===== src/include/sw_cfg.svh =====
// Smith-Waterman engine configuration: sequence lengths, score width and scoring constants
`ifndef SW_CFG_SVH
`define SW_CFG_SVH

// Sequence lengths
// The reference length is also the number of PEs
`define SW_REF_LEN      16
`define SW_QUERY_LEN    24

// Signed score width
`define SW_SCORE_W      8

// Scoring constants
// Mismatch is signed, gap costs are subtracted
`define SW_MATCH        2
`define SW_MISMATCH     (-1)
`define SW_GAP_OPEN     2
`define SW_GAP_EXTEND   1

// Input valid edge to the edge where finish is seen high
`define SW_LATENCY      ((`SW_QUERY_LEN) + 2 * (`SW_REF_LEN) + 2)

`endif


===== src/source/sw_pkg.sv =====
// Smith-Waterman shared types: bases, scores, positions and the run states
`include "sw_cfg.svh"

package sw_pkg;

    // 2-bit nucleotide code
    typedef logic [1:0] base_t;

    // Alignment, insert and delete scores
    typedef logic signed [`SW_SCORE_W-1:0] score_t;

    // Zero-based positions inside the design
    typedef logic [$clog2(`SW_REF_LEN)-1:0] ref_idx_t;
    typedef logic [$clog2(`SW_QUERY_LEN)-1:0] query_idx_t;

    // Run sequencing
    typedef enum logic [2:0] {
        IDLE,
        LOAD,
        DRAIN,
        SCAN,
        DONE
    } seq_state_t;

endpackage


===== src/source/sw_feed_if.sv =====
// Feed bundle carrying query bases, reference bank and run clear into the PE array
`timescale 1ns/1ps
`include "sw_cfg.svh"

interface sw_feed_if;

    // Query row entering PE 0
    logic               feed_valid;
    sw_pkg::base_t      query_base;
    sw_pkg::query_idx_t query_idx;

    // One reference base per PE
    sw_pkg::base_t      ref_bases [`SW_REF_LEN];

    // Run start, loads boundary values into the cells
    logic               clear;

    modport sequencer (
        output feed_valid, query_base, query_idx, ref_bases, clear
    );

    modport array (
        input  feed_valid, query_base, query_idx, ref_bases, clear
    );

endinterface


===== src/source/sw_score_if.sv =====
// Score bundle carrying per-PE alignment scores and query indices to the max tracker
`timescale 1ns/1ps
`include "sw_cfg.svh"

interface sw_score_if;

    // Registered cell outputs, one entry per PE
    sw_pkg::score_t     align     [`SW_REF_LEN];
    logic               valid     [`SW_REF_LEN];
    sw_pkg::query_idx_t query_idx [`SW_REF_LEN];

    modport array (
        output align, valid, query_idx
    );

    modport tracker (
        input  align, valid, query_idx
    );

endinterface


===== src/source/sw_sequencer.sv =====
// Run sequencer: FSM, input capture, reference bank and query feed for the PE array
`timescale 1ns/1ps
`include "sw_cfg.svh"

module sw_sequencer (
    input  logic          clk,
    input  logic          reset,
    input  logic          i_valid,
    input  sw_pkg::base_t i_ref_base,
    input  sw_pkg::base_t i_query_base,
    sw_feed_if.sequencer  i_feed,
    output logic          o_clear,
    output logic          o_scan,
    output logic          o_finish
);

    localparam int CNT_W      = $clog2(`SW_LATENCY + 1);
    localparam int LOAD_LAST  = `SW_QUERY_LEN - 1;
    // Last cell result reaches the tracker one cycle after the array drains
    localparam int DRAIN_LAST = `SW_QUERY_LEN + `SW_REF_LEN + 1;
    localparam int SCAN_LAST  = DRAIN_LAST + `SW_REF_LEN;

    sw_pkg::seq_state_t state;
    logic [CNT_W-1:0]   cnt;
    logic               start;
    logic               capture;
    logic               cap_valid;
    logic               feed_valid;
    logic               clear;
    sw_pkg::base_t      cap_query;
    sw_pkg::base_t      feed_query;
    sw_pkg::query_idx_t cap_idx;
    sw_pkg::query_idx_t feed_idx;
    sw_pkg::base_t      ref_bank [`SW_REF_LEN];

    assign start   = i_valid && (state == sw_pkg::IDLE || state == sw_pkg::DONE);
    assign capture = start || (state == sw_pkg::LOAD);

    // ------------------------------------------------------------------
    // Run FSM, cnt equals cycles since the start edge
    // ------------------------------------------------------------------
    always_ff @(posedge clk or posedge reset) begin
        if (reset) begin
            state <= sw_pkg::IDLE;
            cnt   <= '0;
        end else begin
            case (state)
                sw_pkg::LOAD: begin
                    cnt <= cnt + 1'b1;
                    if (cnt == CNT_W'(LOAD_LAST)) begin
                        state <= sw_pkg::DRAIN;
                    end
                end
                sw_pkg::DRAIN: begin
                    cnt <= cnt + 1'b1;
                    if (cnt == CNT_W'(DRAIN_LAST)) begin
                        state <= sw_pkg::SCAN;
                    end
                end
                sw_pkg::SCAN: begin
                    cnt <= cnt + 1'b1;
                    if (cnt == CNT_W'(SCAN_LAST)) begin
                        state <= sw_pkg::DONE;
                    end
                end
                default: begin
                    if (start) begin
                        state <= sw_pkg::LOAD;
                        cnt   <= CNT_W'(1);
                    end else begin
                        state <= sw_pkg::IDLE;
                        cnt   <= '0;
                    end
                end
            endcase
        end
    end

    // ------------------------------------------------------------------
    // Capture stage, then feed stage into PE 0
    // ------------------------------------------------------------------
    always_ff @(posedge clk or posedge reset) begin
        if (reset) begin
            cap_valid  <= 1'b0;
            feed_valid <= 1'b0;
            clear      <= 1'b0;
        end else begin
            cap_valid  <= capture;
            feed_valid <= cap_valid;
            clear      <= start;
        end
    end

    always_ff @(posedge clk) begin
        if (capture) begin
            cap_query <= i_query_base;
            cap_idx   <= start ? '0 : sw_pkg::query_idx_t'(cnt);
        end
        feed_query <= cap_query;
        feed_idx   <= cap_idx;
        // Reference bank written straight from the input
        if (start) begin
            ref_bank[0] <= i_ref_base;
        end else if (state == sw_pkg::LOAD && cnt < `SW_REF_LEN) begin
            ref_bank[sw_pkg::ref_idx_t'(cnt)] <= i_ref_base;
        end
    end

    assign i_feed.feed_valid = feed_valid;
    assign i_feed.query_base = feed_query;
    assign i_feed.query_idx  = feed_idx;
    assign i_feed.ref_bases  = ref_bank;
    assign i_feed.clear      = clear;

    assign o_clear  = clear;
    assign o_scan   = (state == sw_pkg::SCAN);
    assign o_finish = (state == sw_pkg::DONE);

endmodule


===== src/source/sw_pe.sv =====
// Systolic PE computing one cell of the affine-gap local alignment per cycle
`timescale 1ns/1ps
`include "sw_cfg.svh"

module sw_pe (
    input  logic               clk,
    input  logic               reset,
    input  logic               i_clear,
    input  logic               i_valid,
    input  sw_pkg::base_t      i_query_base,
    input  sw_pkg::query_idx_t i_query_idx,
    input  sw_pkg::base_t      i_ref_base,
    input  sw_pkg::score_t     i_diag_align,
    input  sw_pkg::score_t     i_top_align,
    input  sw_pkg::score_t     i_top_insert,
    output logic               o_valid,
    output sw_pkg::base_t      o_query_base,
    output sw_pkg::query_idx_t o_query_idx,
    output sw_pkg::score_t     o_align,
    output sw_pkg::score_t     o_insert,
    output sw_pkg::score_t     o_align_prev
);

    localparam sw_pkg::score_t MATCH      = `SW_MATCH;
    localparam sw_pkg::score_t MISMATCH   = `SW_MISMATCH;
    localparam sw_pkg::score_t GAP_OPEN   = `SW_GAP_OPEN;
    localparam sw_pkg::score_t GAP_EXTEND = `SW_GAP_EXTEND;
    localparam sw_pkg::score_t BOUND_GAP  = -1;

    sw_pkg::score_t delete_q;
    sw_pkg::score_t subst;
    sw_pkg::score_t diag_sum;
    sw_pkg::score_t ins_open;
    sw_pkg::score_t ins_ext;
    sw_pkg::score_t del_open;
    sw_pkg::score_t del_ext;
    sw_pkg::score_t ins_nxt;
    sw_pkg::score_t del_nxt;
    sw_pkg::score_t align_nxt;

    always_comb begin
        subst    = (i_query_base == i_ref_base) ? MATCH : MISMATCH;
        diag_sum = i_diag_align + subst;
        // Insert from the neighbour, delete from this cell's previous row
        ins_open = i_top_align - GAP_OPEN;
        ins_ext  = i_top_insert - GAP_EXTEND;
        del_open = o_align - GAP_OPEN;
        del_ext  = delete_q - GAP_EXTEND;
        ins_nxt  = (ins_open > ins_ext) ? ins_open : ins_ext;
        del_nxt  = (del_open > del_ext) ? del_open : del_ext;
        align_nxt = diag_sum;
        if (ins_nxt > align_nxt) begin
            align_nxt = ins_nxt;
        end
        if (del_nxt > align_nxt) begin
            align_nxt = del_nxt;
        end
        if (align_nxt < 0) begin
            align_nxt = '0;
        end
    end

    always_ff @(posedge clk or posedge reset) begin
        if (reset) begin
            o_valid      <= 1'b0;
            o_align      <= '0;
            o_insert     <= BOUND_GAP;
            delete_q     <= BOUND_GAP;
            o_align_prev <= '0;
        end else if (i_clear) begin
            o_valid      <= 1'b0;
            o_align      <= '0;
            o_insert     <= BOUND_GAP;
            delete_q     <= BOUND_GAP;
            o_align_prev <= '0;
        end else begin
            o_valid <= i_valid;
            if (i_valid) begin
                o_align      <= align_nxt;
                o_insert     <= ins_nxt;
                delete_q     <= del_nxt;
                o_align_prev <= o_align;
            end
        end
    end

    // Query base and index ride along with the row
    always_ff @(posedge clk) begin
        o_query_base <= i_query_base;
        o_query_idx  <= i_query_idx;
    end

endmodule


===== src/source/sw_pe_array.sv =====
// Linear systolic array of PEs, one reference base per cell
`timescale 1ns/1ps
`include "sw_cfg.svh"

module sw_pe_array (
    input  logic      clk,
    input  logic      reset,
    sw_feed_if.array  i_feed,
    sw_score_if.array o_scores
);

    // First-row boundary seen by PE 0
    localparam sw_pkg::score_t BOUND_ALIGN = '0;
    localparam sw_pkg::score_t BOUND_GAP   = -1;

    logic               valid_c  [`SW_REF_LEN];
    sw_pkg::base_t      base_c   [`SW_REF_LEN];
    sw_pkg::query_idx_t idx_c    [`SW_REF_LEN];
    sw_pkg::score_t     align_c  [`SW_REF_LEN];
    sw_pkg::score_t     insert_c [`SW_REF_LEN];
    sw_pkg::score_t     prev_c   [`SW_REF_LEN];

    for (genvar j = 0; j < `SW_REF_LEN; j++) begin : g_cell
        logic               in_valid;
        sw_pkg::base_t      in_base;
        sw_pkg::query_idx_t in_idx;
        sw_pkg::score_t     top_align;
        sw_pkg::score_t     top_insert;
        sw_pkg::score_t     diag_align;

        if (j == 0) begin : g_head
            assign in_valid   = i_feed.feed_valid;
            assign in_base    = i_feed.query_base;
            assign in_idx     = i_feed.query_idx;
            assign top_align  = BOUND_ALIGN;
            assign top_insert = BOUND_GAP;
            assign diag_align = BOUND_ALIGN;
        end else begin : g_body
            assign in_valid   = valid_c[j-1];
            assign in_base    = base_c[j-1];
            assign in_idx     = idx_c[j-1];
            assign top_align  = align_c[j-1];
            assign top_insert = insert_c[j-1];
            assign diag_align = prev_c[j-1];
        end

        sw_pe u_pe (
            .clk          (clk),
            .reset        (reset),
            .i_clear      (i_feed.clear),
            .i_valid      (in_valid),
            .i_query_base (in_base),
            .i_query_idx  (in_idx),
            .i_ref_base   (i_feed.ref_bases[j]),
            .i_diag_align (diag_align),
            .i_top_align  (top_align),
            .i_top_insert (top_insert),
            .o_valid      (valid_c[j]),
            .o_query_base (base_c[j]),
            .o_query_idx  (idx_c[j]),
            .o_align      (align_c[j]),
            .o_insert     (insert_c[j]),
            .o_align_prev (prev_c[j])
        );

        assign o_scores.align[j]     = align_c[j];
        assign o_scores.valid[j]     = valid_c[j];
        assign o_scores.query_idx[j] = idx_c[j];
    end

endmodule


===== src/source/sw_max_tracker.sv =====
// Max tracker: per-PE best score with its query row, then a scan for the overall best
`timescale 1ns/1ps
`include "sw_cfg.svh"

module sw_max_tracker (
    input  logic                                  clk,
    input  logic                                  reset,
    input  logic                                  i_clear,
    input  logic                                  i_scan,
    sw_score_if.tracker                           i_scores,
    output sw_pkg::score_t                        o_max,
    output logic [$bits(sw_pkg::ref_idx_t):0]     o_pos_ref,
    output logic [$bits(sw_pkg::query_idx_t):0]   o_pos_query
);

    localparam sw_pkg::ref_idx_t LAST_PE = sw_pkg::ref_idx_t'(`SW_REF_LEN - 1);

    sw_pkg::score_t     col_best [`SW_REF_LEN];
    sw_pkg::query_idx_t col_qidx [`SW_REF_LEN];
    sw_pkg::ref_idx_t   ptr;
    sw_pkg::score_t     best_score;
    sw_pkg::ref_idx_t   best_ref;
    sw_pkg::query_idx_t best_qidx;
    sw_pkg::score_t     nxt_score;
    sw_pkg::ref_idx_t   nxt_ref;
    sw_pkg::query_idx_t nxt_qidx;
    logic               take;

    // ------------------------------------------------------------------
    // Running best per PE, strict compare keeps the earliest row
    // ------------------------------------------------------------------
    always_ff @(posedge clk) begin
        for (int j = 0; j < `SW_REF_LEN; j++) begin
            if (i_clear) begin
                col_best[j] <= '0;
                col_qidx[j] <= '0;
            end else if (i_scores.valid[j] && i_scores.align[j] > col_best[j]) begin
                col_best[j] <= i_scores.align[j];
                col_qidx[j] <= i_scores.query_idx[j];
            end
        end
    end

    // ------------------------------------------------------------------
    // Scan over PEs in ascending order
    // ------------------------------------------------------------------
    assign take      = i_scan && (col_best[ptr] > best_score);
    assign nxt_score = take ? col_best[ptr] : best_score;
    assign nxt_ref   = take ? ptr : best_ref;
    assign nxt_qidx  = take ? col_qidx[ptr] : best_qidx;

    always_ff @(posedge clk) begin
        if (i_clear) begin
            best_score <= '0;
            best_ref   <= '0;
            best_qidx  <= '0;
        end else if (i_scan) begin
            best_score <= nxt_score;
            best_ref   <= nxt_ref;
            best_qidx  <= nxt_qidx;
        end
    end

    // Results held until the next scan completes
    always_ff @(posedge clk or posedge reset) begin
        if (reset) begin
            ptr         <= '0;
            o_max       <= '0;
            o_pos_ref   <= '0;
            o_pos_query <= '0;
        end else begin
            ptr <= i_scan ? ptr + 1'b1 : '0;
            if (i_scan && ptr == LAST_PE) begin
                o_max       <= nxt_score;
                o_pos_ref   <= {1'b0, nxt_ref} + 1'b1;
                o_pos_query <= {1'b0, nxt_qidx} + 1'b1;
            end
        end
    end

endmodule


===== src/source/sw_top.sv =====
// Smith-Waterman local alignment engine top level with plain strobe ports
`timescale 1ns/1ps

module sw_top (
    input  logic                                clk,
    input  logic                                reset,
    input  logic                                i_valid,
    input  sw_pkg::base_t                       i_ref_base,
    input  sw_pkg::base_t                       i_query_base,
    output logic                                o_finish,
    output sw_pkg::score_t                      o_max,
    output logic [$bits(sw_pkg::ref_idx_t):0]   o_pos_ref,
    output logic [$bits(sw_pkg::query_idx_t):0] o_pos_query
);

    logic clear;
    logic scan;

    sw_feed_if  feed_if ();
    sw_score_if score_if ();

    sw_sequencer u_sequencer (
        .clk          (clk),
        .reset        (reset),
        .i_valid      (i_valid),
        .i_ref_base   (i_ref_base),
        .i_query_base (i_query_base),
        .i_feed       (feed_if.sequencer),
        .o_clear      (clear),
        .o_scan       (scan),
        .o_finish     (o_finish)
    );

    sw_pe_array u_pe_array (
        .clk      (clk),
        .reset    (reset),
        .i_feed   (feed_if.array),
        .o_scores (score_if.array)
    );

    sw_max_tracker u_max_tracker (
        .clk         (clk),
        .reset       (reset),
        .i_clear     (clear),
        .i_scan      (scan),
        .i_scores    (score_if.tracker),
        .o_max       (o_max),
        .o_pos_ref   (o_pos_ref),
        .o_pos_query (o_pos_query)
    );

endmodule


===== config.mk =====
export PLATFORM = sky130hd
export DESIGN_NAME = sw_top
export DESIGN_NICKNAME = d
export VERILOG_FILES = /design/src/source/sw_pkg.sv /design/src/source/sw_feed_if.sv /design/src/source/sw_score_if.sv /design/src/source/sw_sequencer.sv /design/src/source/sw_pe.sv /design/src/source/sw_pe_array.sv /design/src/source/sw_max_tracker.sv /design/src/source/sw_top.sv
export VERILOG_INCLUDE_DIRS = /design/src /design/src/include
export SDC_FILE = /design/constraint.sdc
export NUM_CORES = 2
export LEC_CHECK = 0
export BUFFER_PORTS_ARGS = -buffer_cell sky130_fd_sc_hd__buf_2
export CORE_MARGIN = 3
export CORE_UTILIZATION = 50
export CTS_CLUSTER_DIAMETER = 200
export DETAILED_ROUTE_END_ITERATION = 10
export GPL_ROUTABILITY_DRIVEN = 1
export GPL_TIMING_DRIVEN = 0
export MAX_ROUTING_LAYER = met4
export PLACE_DENSITY = 0.63
export SETUP_SLACK_MARGIN = 0.3
export SYNTH_ARGS = -nofsm -noshare
export SYNTH_HDL_FRONTEND = slang
export SYNTH_SLANG_ARGS = --single-unit

===== constraint.sdc =====
create_clock -name clk -period 26.6 [get_ports clk]
set_clock_uncertainty 0.1 [all_clocks]
set_input_delay 5.32 -clock clk [delete_from_list [all_inputs] [get_ports clk]]
set_output_delay 5.32 -clock clk [all_outputs]
set_load 0.05 [all_outputs]

== After elaboration in Yosys (flattened, before gate mapping) ==
Memories as Yosys holds them, arrays and structs flattened.
Index checks and enable logic that the tools add are counted.

* Equal/unequal tests: 27
* Multiplexer cells: 333
* $add $sub $neg: 66
* Shifts and indexed selects: 0
* Divide/modulo/power cells: 0
* Bitwise gates (word level): 34
* Order comparisons: 99
* Reductions and logical operators: 44
* Multipliers: 0

{| class="wikitable"
|+ Operators with widths
! operator !! number
|-
| 8-bit two-way mux || 236
|-
| 8-bit greater-than comparator || 79
|-
| 8-bit by 2-bit subtractor with 8-bit output (second input constant) || 31
|-
| 8-bit by 1-bit less-than comparator with 1-bit output (second input constant) || 16
|-
| 8-bit by 3-bit subtractor with 8-bit output (second input constant) || 16
|-
| 8-bit adder || 15
|-
| 5-bit two-way mux || 17
|-
| 1-bit two-way mux || 68
|-
| 2-bit nonzero test || 17
|-
| 32-bit bitwise mux || 1
|-
| 2-bit equality test || 16
|-
| 32-bit two-way mux || 1
|-
| 1-bit OR || 32
|-
| 1-bit logical AND || 21
|-
| 6-bit equality test (second input constant) || 2
|-
| 3-bit two-way mux || 3
|-
| 3-bit one-hot mux with 3 select lines || 1
|-
| 2-bit demux with 4-bit select || 1
|-
| 2-bit by 8-bit greater-than comparator with 1-bit output (first input constant) || 1
|-
| 4-bit two-way mux || 2
|-
| 5-bit by 1-bit adder with 6-bit output (second input constant) || 1
|-
| 6-bit by 1-bit adder with 6-bit output (second input constant) || 1
|-
| 3-bit by 2-bit equality test with 1-bit output (second input constant) || 2
|-
| 6-bit by 5-bit equality test with 1-bit output (second input constant) || 1
|-
| other kinds (19) || 22
|}

* Bits in registers: 720
* Word-level logic and storage cells: 746
* Bits in latches: 0
* Output and inout bits: 20
* RAM bits: 208
* Bits of input ports: 7
* Bits in read-only memories: 0
* Memories: 2

{| class="wikitable"
|+ Memory list
! memory !! words !! width !! read ports !! clocked after Yosys merged registers in !! wr ports !! RTL line !! text
|-
| u_max_tracker.col_best || 16 || 8 || 17 || 0 || 16 || sw_max_tracker.sv:18 || <nowiki>sw_pkg::score_t col_best [`SW_REF_LEN];</nowiki>
|-
| u_max_tracker.col_qidx || 16 || 5 || 1 || 0 || 16 || sw_max_tracker.sv:19 || <nowiki>sw_pkg::query_idx_t col_qidx [`SW_REF_LEN];</nowiki>
|}

== Longest topological paths before layout ==
* Word-level depth: 11
* Gate-level depth with buffers: 36
* Depth with buffers taken out: 34

== Hierarchy ==
Synthesis repeated with hierarchy kept, for this count alone.

* Cells, all modules: 7,504
* Area, all modules: 72,015.3 sq um

{| class="wikitable"
|+ By module, submodules not included
! module !! cells an instance !! area each (sq um) !! seq. area each (sq um) !! instances
|-
| sw_pe (u_pe_array.g_cell[0].u_pe ...) || 388 || 3,479.6 || 935.9 || 12
|-
| sw_max_tracker || 1,290 || 15,309.7 || 7,161.9 || 1
|-
| sw_pe (u_pe_array.g_cell[13].u_pe ...) || 355 || 3,206.8 || 935.9 || 2
|-
| sw_pe (u_pe_array.g_cell[15].u_pe) || 347 || 3,178.0 || 935.9 || 1
|-
| sw_pe (u_pe_array.g_cell[9].u_pe) || 342 || 3,130.5 || 935.9 || 1
|-
| sw_sequencer || 142 || 2,108.3 || 1,611.5 || 1
|-
| sw_pe_array || 17 || 120.1 || 0.0 || 1
|}

== Worst setup path before layout ==
OpenSTA, ideal clock, no wires.

* Path kind: flip-flop to flip-flop
* From: register u_pe_array.g_cell[11].u_pe.o_insert[0]
* To: register u_pe_array.g_cell[12].u_pe.o_align[4]
* Setup time: 0.120 ns
* Path buffers: 3
* Data required time: 26.380 ns
* Data arrival time: 7.400 ns
* Setup slack: 18.979 ns
* Cell stages (with the launch flop): 34
* Period minus slack after synthesis: 7.621 ns
* Path through: dfstp_2 > or4_1 > nor2_1 > xnor2_1 > ha_1 > nand3_1 > a21oi_1 > o41ai_1 > maj3_1 > clkbuf_1 > nor2_1 > a21oi_1 > ha_1 > a21o_1 > a21o_1 > a21o_1 > o21a_1 > a2111oi_2 > mux2i_1 > buf_2 > nor2_1 > a21oi_1 > ha_1 > nor2b_1 > o21a_1 > o21a_1 > o21a_1 > o21ai_0 > a211oi_1 > nor2_1 > and2_1 > buf_1 > or3b_2 > a41o_1

* Word-level cells in the longest chain between the ends: 11

{| class="wikitable"
|+ RTL lines
! element !! RTL line !! text
|-
| from (decl) || sw_pe.sv:20 || <nowiki>output sw_pkg::score_t o_insert,</nowiki>
|-
| from (signal assigned) || sw_pe.sv:80 || <nowiki>o_insert <= ins_nxt;</nowiki>
|-
| 8-bit by 2-bit subtractor with 8-bit output * || sw_pe.sv:46 || <nowiki>ins_ext = i_top_insert - GAP_EXTEND;</nowiki>
|-
| 8-bit greater-than comparator || sw_pe.sv:49 || <nowiki>ins_nxt = (ins_open > ins_ext) ? ins_open : ins_ext;</nowiki>
|-
| 8-bit two-way mux * || sw_pe.sv:49 ||
|-
| 8-bit greater-than comparator || sw_pe.sv:52 || <nowiki>if (ins_nxt > align_nxt) begin</nowiki>
|-
| 8-bit two-way mux * || sw_pe.sv:52 ||
|-
| 8-bit greater-than comparator || sw_pe.sv:55 || <nowiki>if (del_nxt > align_nxt) begin</nowiki>
|-
| 8-bit two-way mux * || sw_pe.sv:55 ||
|-
| 8-bit by 1-bit less-than comparator with 1-bit output || sw_pe.sv:58 || <nowiki>if (align_nxt < 0) begin</nowiki>
|-
| 8-bit two-way mux * || sw_pe.sv:58 ||
|-
| 8-bit two-way mux * || sw_pe.sv:78 || <nowiki>if (i_valid) begin</nowiki>
|-
| 8-bit two-way mux * || sw_pe.sv:70 || <nowiki>end else if (i_clear) begin</nowiki>
|-
| to (signal assigned) || sw_pe.sv:79 || <nowiki>o_align <= align_nxt;</nowiki>
|-
| to (decl) || sw_pe.sv:19 || <nowiki>output sw_pkg::score_t o_align,</nowiki>
|}

Mark *: on every way between the ends. The rest lies on a longest branch, timed or not. The select of a mux whose other input is x is not followed.
A chain may end at the register's enable or synchronous reset.

== Worst setup path in the final report ==
* From: register u_pe_array.g_cell[11].u_pe.o_align[1]
* To: register u_pe_array.g_cell[12].u_pe.o_align[4]

* Word-level cells in the longest chain between the ends: 11

{| class="wikitable"
|+ RTL lines
! element !! RTL line !! text
|-
| from (decl) || sw_pe.sv:19 ||
|-
| from (signal assigned) || sw_pe.sv:79 ||
|-
| 8-bit by 3-bit subtractor with 8-bit output * || sw_pe.sv:45 || <nowiki>ins_open = i_top_align - GAP_OPEN;</nowiki>
|-
| 8-bit greater-than comparator || sw_pe.sv:49 ||
|-
| 8-bit two-way mux * || sw_pe.sv:49 ||
|-
| 8-bit greater-than comparator || sw_pe.sv:52 ||
|-
| 8-bit two-way mux * || sw_pe.sv:52 ||
|-
| 8-bit greater-than comparator || sw_pe.sv:55 ||
|-
| 8-bit two-way mux * || sw_pe.sv:55 ||
|-
| 8-bit by 1-bit less-than comparator with 1-bit output || sw_pe.sv:58 ||
|-
| 8-bit two-way mux * || sw_pe.sv:58 ||
|-
| 8-bit two-way mux * || sw_pe.sv:78 ||
|-
| 8-bit two-way mux * || sw_pe.sv:70 ||
|}

Marked as above.

==> results.toml <==
[run_status]
outcome = "finished, final reports clean"

[synthesis]
yosysWarnings = 0
yosys.area.top_type = "ha_1"
yosys_register_bits = 874
synth.avg_cell_area_um2 = 9.99
seq_area_frac_synth = 0.372
synthAdderAreaFrac = 0.153
async_reset_ff_frac = 0.582
synth_ff_type = "dfrtp_1"
yosys.area_share.simple = 0.132
synth_edf_count = 231
synthXorXnorAreaFrac = 0.0534
synth.distinct_cells = 103
synth.area.top_cells = "ha_1 15%, edfxtp_1 11%, dfrtp_1 11%"
synth_top_family_by_area = "adder cells"
synthesis.area_um2 = 61000
yosysTopAreaCellShare = 0.151
syn-num-nets = 6847
syn_inst = 6102
synth_compound_area_frac = 0.137
yosys-mux-area-fraction = 0.104

[floorplan]
core_um2 = 120000
die_y_um = 355
die_w_um = 355
ioPinCount = 27
initial_core_util = 0.506
die-area_um2 = 126000
num_rows = 127

[grt]
grt-ovfl-total = 0
track_usage = 0.270
grt_pass1_wl_um = 262000
grt_max_degree = 119
grt_pass1_vias = 46200
antenna_found_initial = 7

[routing]
drtIter0Drc = 3528
routedWlPerCell_um = 21.1
ant_nets = 0
num_vias = 46500
drc_errors = 0
first_pass_iters = 5
routed_wl_um = 167000
vias_per_cell = 5.87

[critical_path]
crit_type = "reg2reg"
r2r_cells = 35
cp-end-kind = "flip-flop"
crit_arrival_ps = 9770
critPathTopFamily = "compound AO/OA/AOI/OAI gates"
cp_max_fo = 10
slowest_stage = "o41ai_1"
cp.buffers_inverters = 5
critPathLaunchType = "flip-flop"
worst_ep_required_time_ps = 27120
critical-path-max-stage-delay_ps = 590
timing.rr.end = "u_pe_array.g_cell[12].u_pe.o_align[4]"
rrSetupSlack_ps = 17350
reg2reg_from = "u_pe_array.g_cell[11].u_pe.o_align[1]"

[timing]
min_period_over_period = 0.348
finalSetupTns_ps = 0
relSlewSlack = 0.0589
hold_viol = 0
rsz0062_at_grt = "false"
tightest_slew_ps = 1410
slew_violations = 0
setup_viol = 0
min_period_ps = 9250
fmax_ghz = 0.108

[layout]
area_growth_syn_to_layout_pct = 9.20
final_nets = 6976
drive_above_1_share = 0.107
fill_cells = 10800

[placed_design]
io_buffers = 26
gp_congestion = 0.915
dp_hpwl_um = 129000

[hold_path]
min_path_cells = 0
worstHoldStart = "u_pe_array.g_cell[14].u_pe.o_query_idx[0]"
hold_class = "reg2reg"
worstHoldEndpoint = "u_pe_array.g_cell[15].u_pe.o_query_idx[0]"

[clocking]
root_buffer = "clkbuf_16"
cts_buffers = 97
htree_levels = 3
cts_tree = "built"
cts_setup_buffers = 0
ctsResizeCount = 0
path_clk_slew_ps = 60
clock_latency_ps = 730
clkSinkCount = 874
ctsHoldBuffers = 0
cts_buffer_depth = 3

[job]
max_cap_violations = 0
==> cells by family (layout without fill, tap and decap cells) <==
kind of cell	after synthesis	after routing
AO/OA/AOI/OAI	1205	1205
XOR/XNOR	370	370
adder cells (fa/ha/maj)	748	748
buffers and inverters	778	992
flip-flops	874	874
multiplexers	542	542
other	0	3
AND/OR/NAND/NOR	1585	1585
==> through the flow <==
stage | hold WS, ps | cells | cell area (µm²) | worst slack (ps) | utilization
2_1_floorplan | 210 | 6102 | 61000 | 7360 | -
3_3_place_gp | 224 | 7740 | 63100 | 626 | 0.524
3_5_place_dp | 227 | 7744 | 63200 | 17450 | 0.525
4_1_cts | 222 | 7928 | 66600 | 17400 | 0.553
5_1_grt | 230 | 7929 | 66600 | 16760 | 0.553
6_report | 216 | 7931 | 66600 | 17350 | 0.553
==> registers in the layout (all words and copies together), names as in the netlist, 6 cells and up <==
register and flops:
u_pe_array.g_cell.u_pe.o_query_idx 80, u_max_tracker.best_score 8, u_pe_array.g_cell.u_pe.delete_q 128, u_max_tracker.o_max 8, u_max_tracker.col_qidx 80, u_pe_array.g_cell.u_pe.o_valid 16, u_pe_array.g_cell.u_pe.o_align 112, u_max_tracker.col_best 112
u_pe_array.g_cell.u_pe.o_align_prev 105, u_sequencer.i_feed.ref_bases 32, u_pe_array.g_cell.u_pe.o_insert 113, u_max_tracker.o_pos_query 6, u_sequencer.cnt 6, u_pe_array.g_cell.u_pe.o_query_base 30
==> per-layer routing <==
metal | part of all wire | GRT usage | vias to the layer above
li1 | - | - | 22400
met1 | 0.47 | 0.372 | 22900
met2 | 0.45 | 0.420 | 1074
met3 | 0.054 | 0.0370 | 248
met4 | 0.027 | 0.0738 | 0
met5 | 0 | - | -
==> layout make-up <==
type | count | area, µm² | area share
Timing Repair Buffer | 30 | 240 | 0.00361
Buffer | 179 | 724 | 0.0109
Antenna cell | 3 | 7.51 | 0.000113
Multi-Input combinational cell | 4450 | 35300 | 0.531
Clock inverter | 60 | 708 | 0.0106
Inverter | 599 | 2260 | 0.0339
Tap cell | 1612 | 2020 | 0.0303
Clock buffer | 124 | 2620 | 0.0394
Sequential cell | 874 | 22700 | 0.340
==> worst max path at each step <==
stage                                                from                               endpoint  slack, ps  depth (start not counted)
finish              u_pe_array.g_cell[11].u_pe.o_align[1]  u_pe_array.g_cell[12].u_pe.o_align[4]      17350                         35
global route        u_pe_array.g_cell[11].u_pe.o_align[1]  u_pe_array.g_cell[12].u_pe.o_align[4]      16760                         35
CTS                 u_pe_array.g_cell[11].u_pe.o_align[1]  u_pe_array.g_cell[12].u_pe.o_align[4]      17400                         35
detailed placement  u_pe_array.g_cell[11].u_pe.o_align[1]  u_pe_array.g_cell[12].u_pe.o_align[4]      17450                         35
global placement                                    reset             u_max_tracker.o_pos_ref[3]        630                          2
floorplan                                           reset                 u_max_tracker.o_max[0]       7360                          1
==> layout by cell type (no fill, tap or decap), types with 147 or more instances in the layout <==
master    instances
ha_1            738
inv_1           595
nor2_1          464
mux2i_1         395
dfrtp_1         268
a21oi_1         267
nand2_1         247
dfstp_2         241
xnor2_1         239
edfxtp_1        231
o21ai_0         207
and3_1          200
o21a_1          162
clkbuf_1        147
==> cell usage after synthesis (all sizes together), types with 101 or more instances <==
cell type    n
ha         738
inv        596
nor2       464
mux2i      399
dfrtp      268
a21oi      267
nand2      247
dfstp      241
xnor2      241
edfxtp     231
o21ai      215
and3       200
o21a       162
clkbuf     136
dfxtp      134
xor2       129
o22a       117
nor3       106
nand3      102
nor2b      101
Power is not shown: default switching activity piles up to over one toggle a cycle in this logic, so the estimate is an artifact.
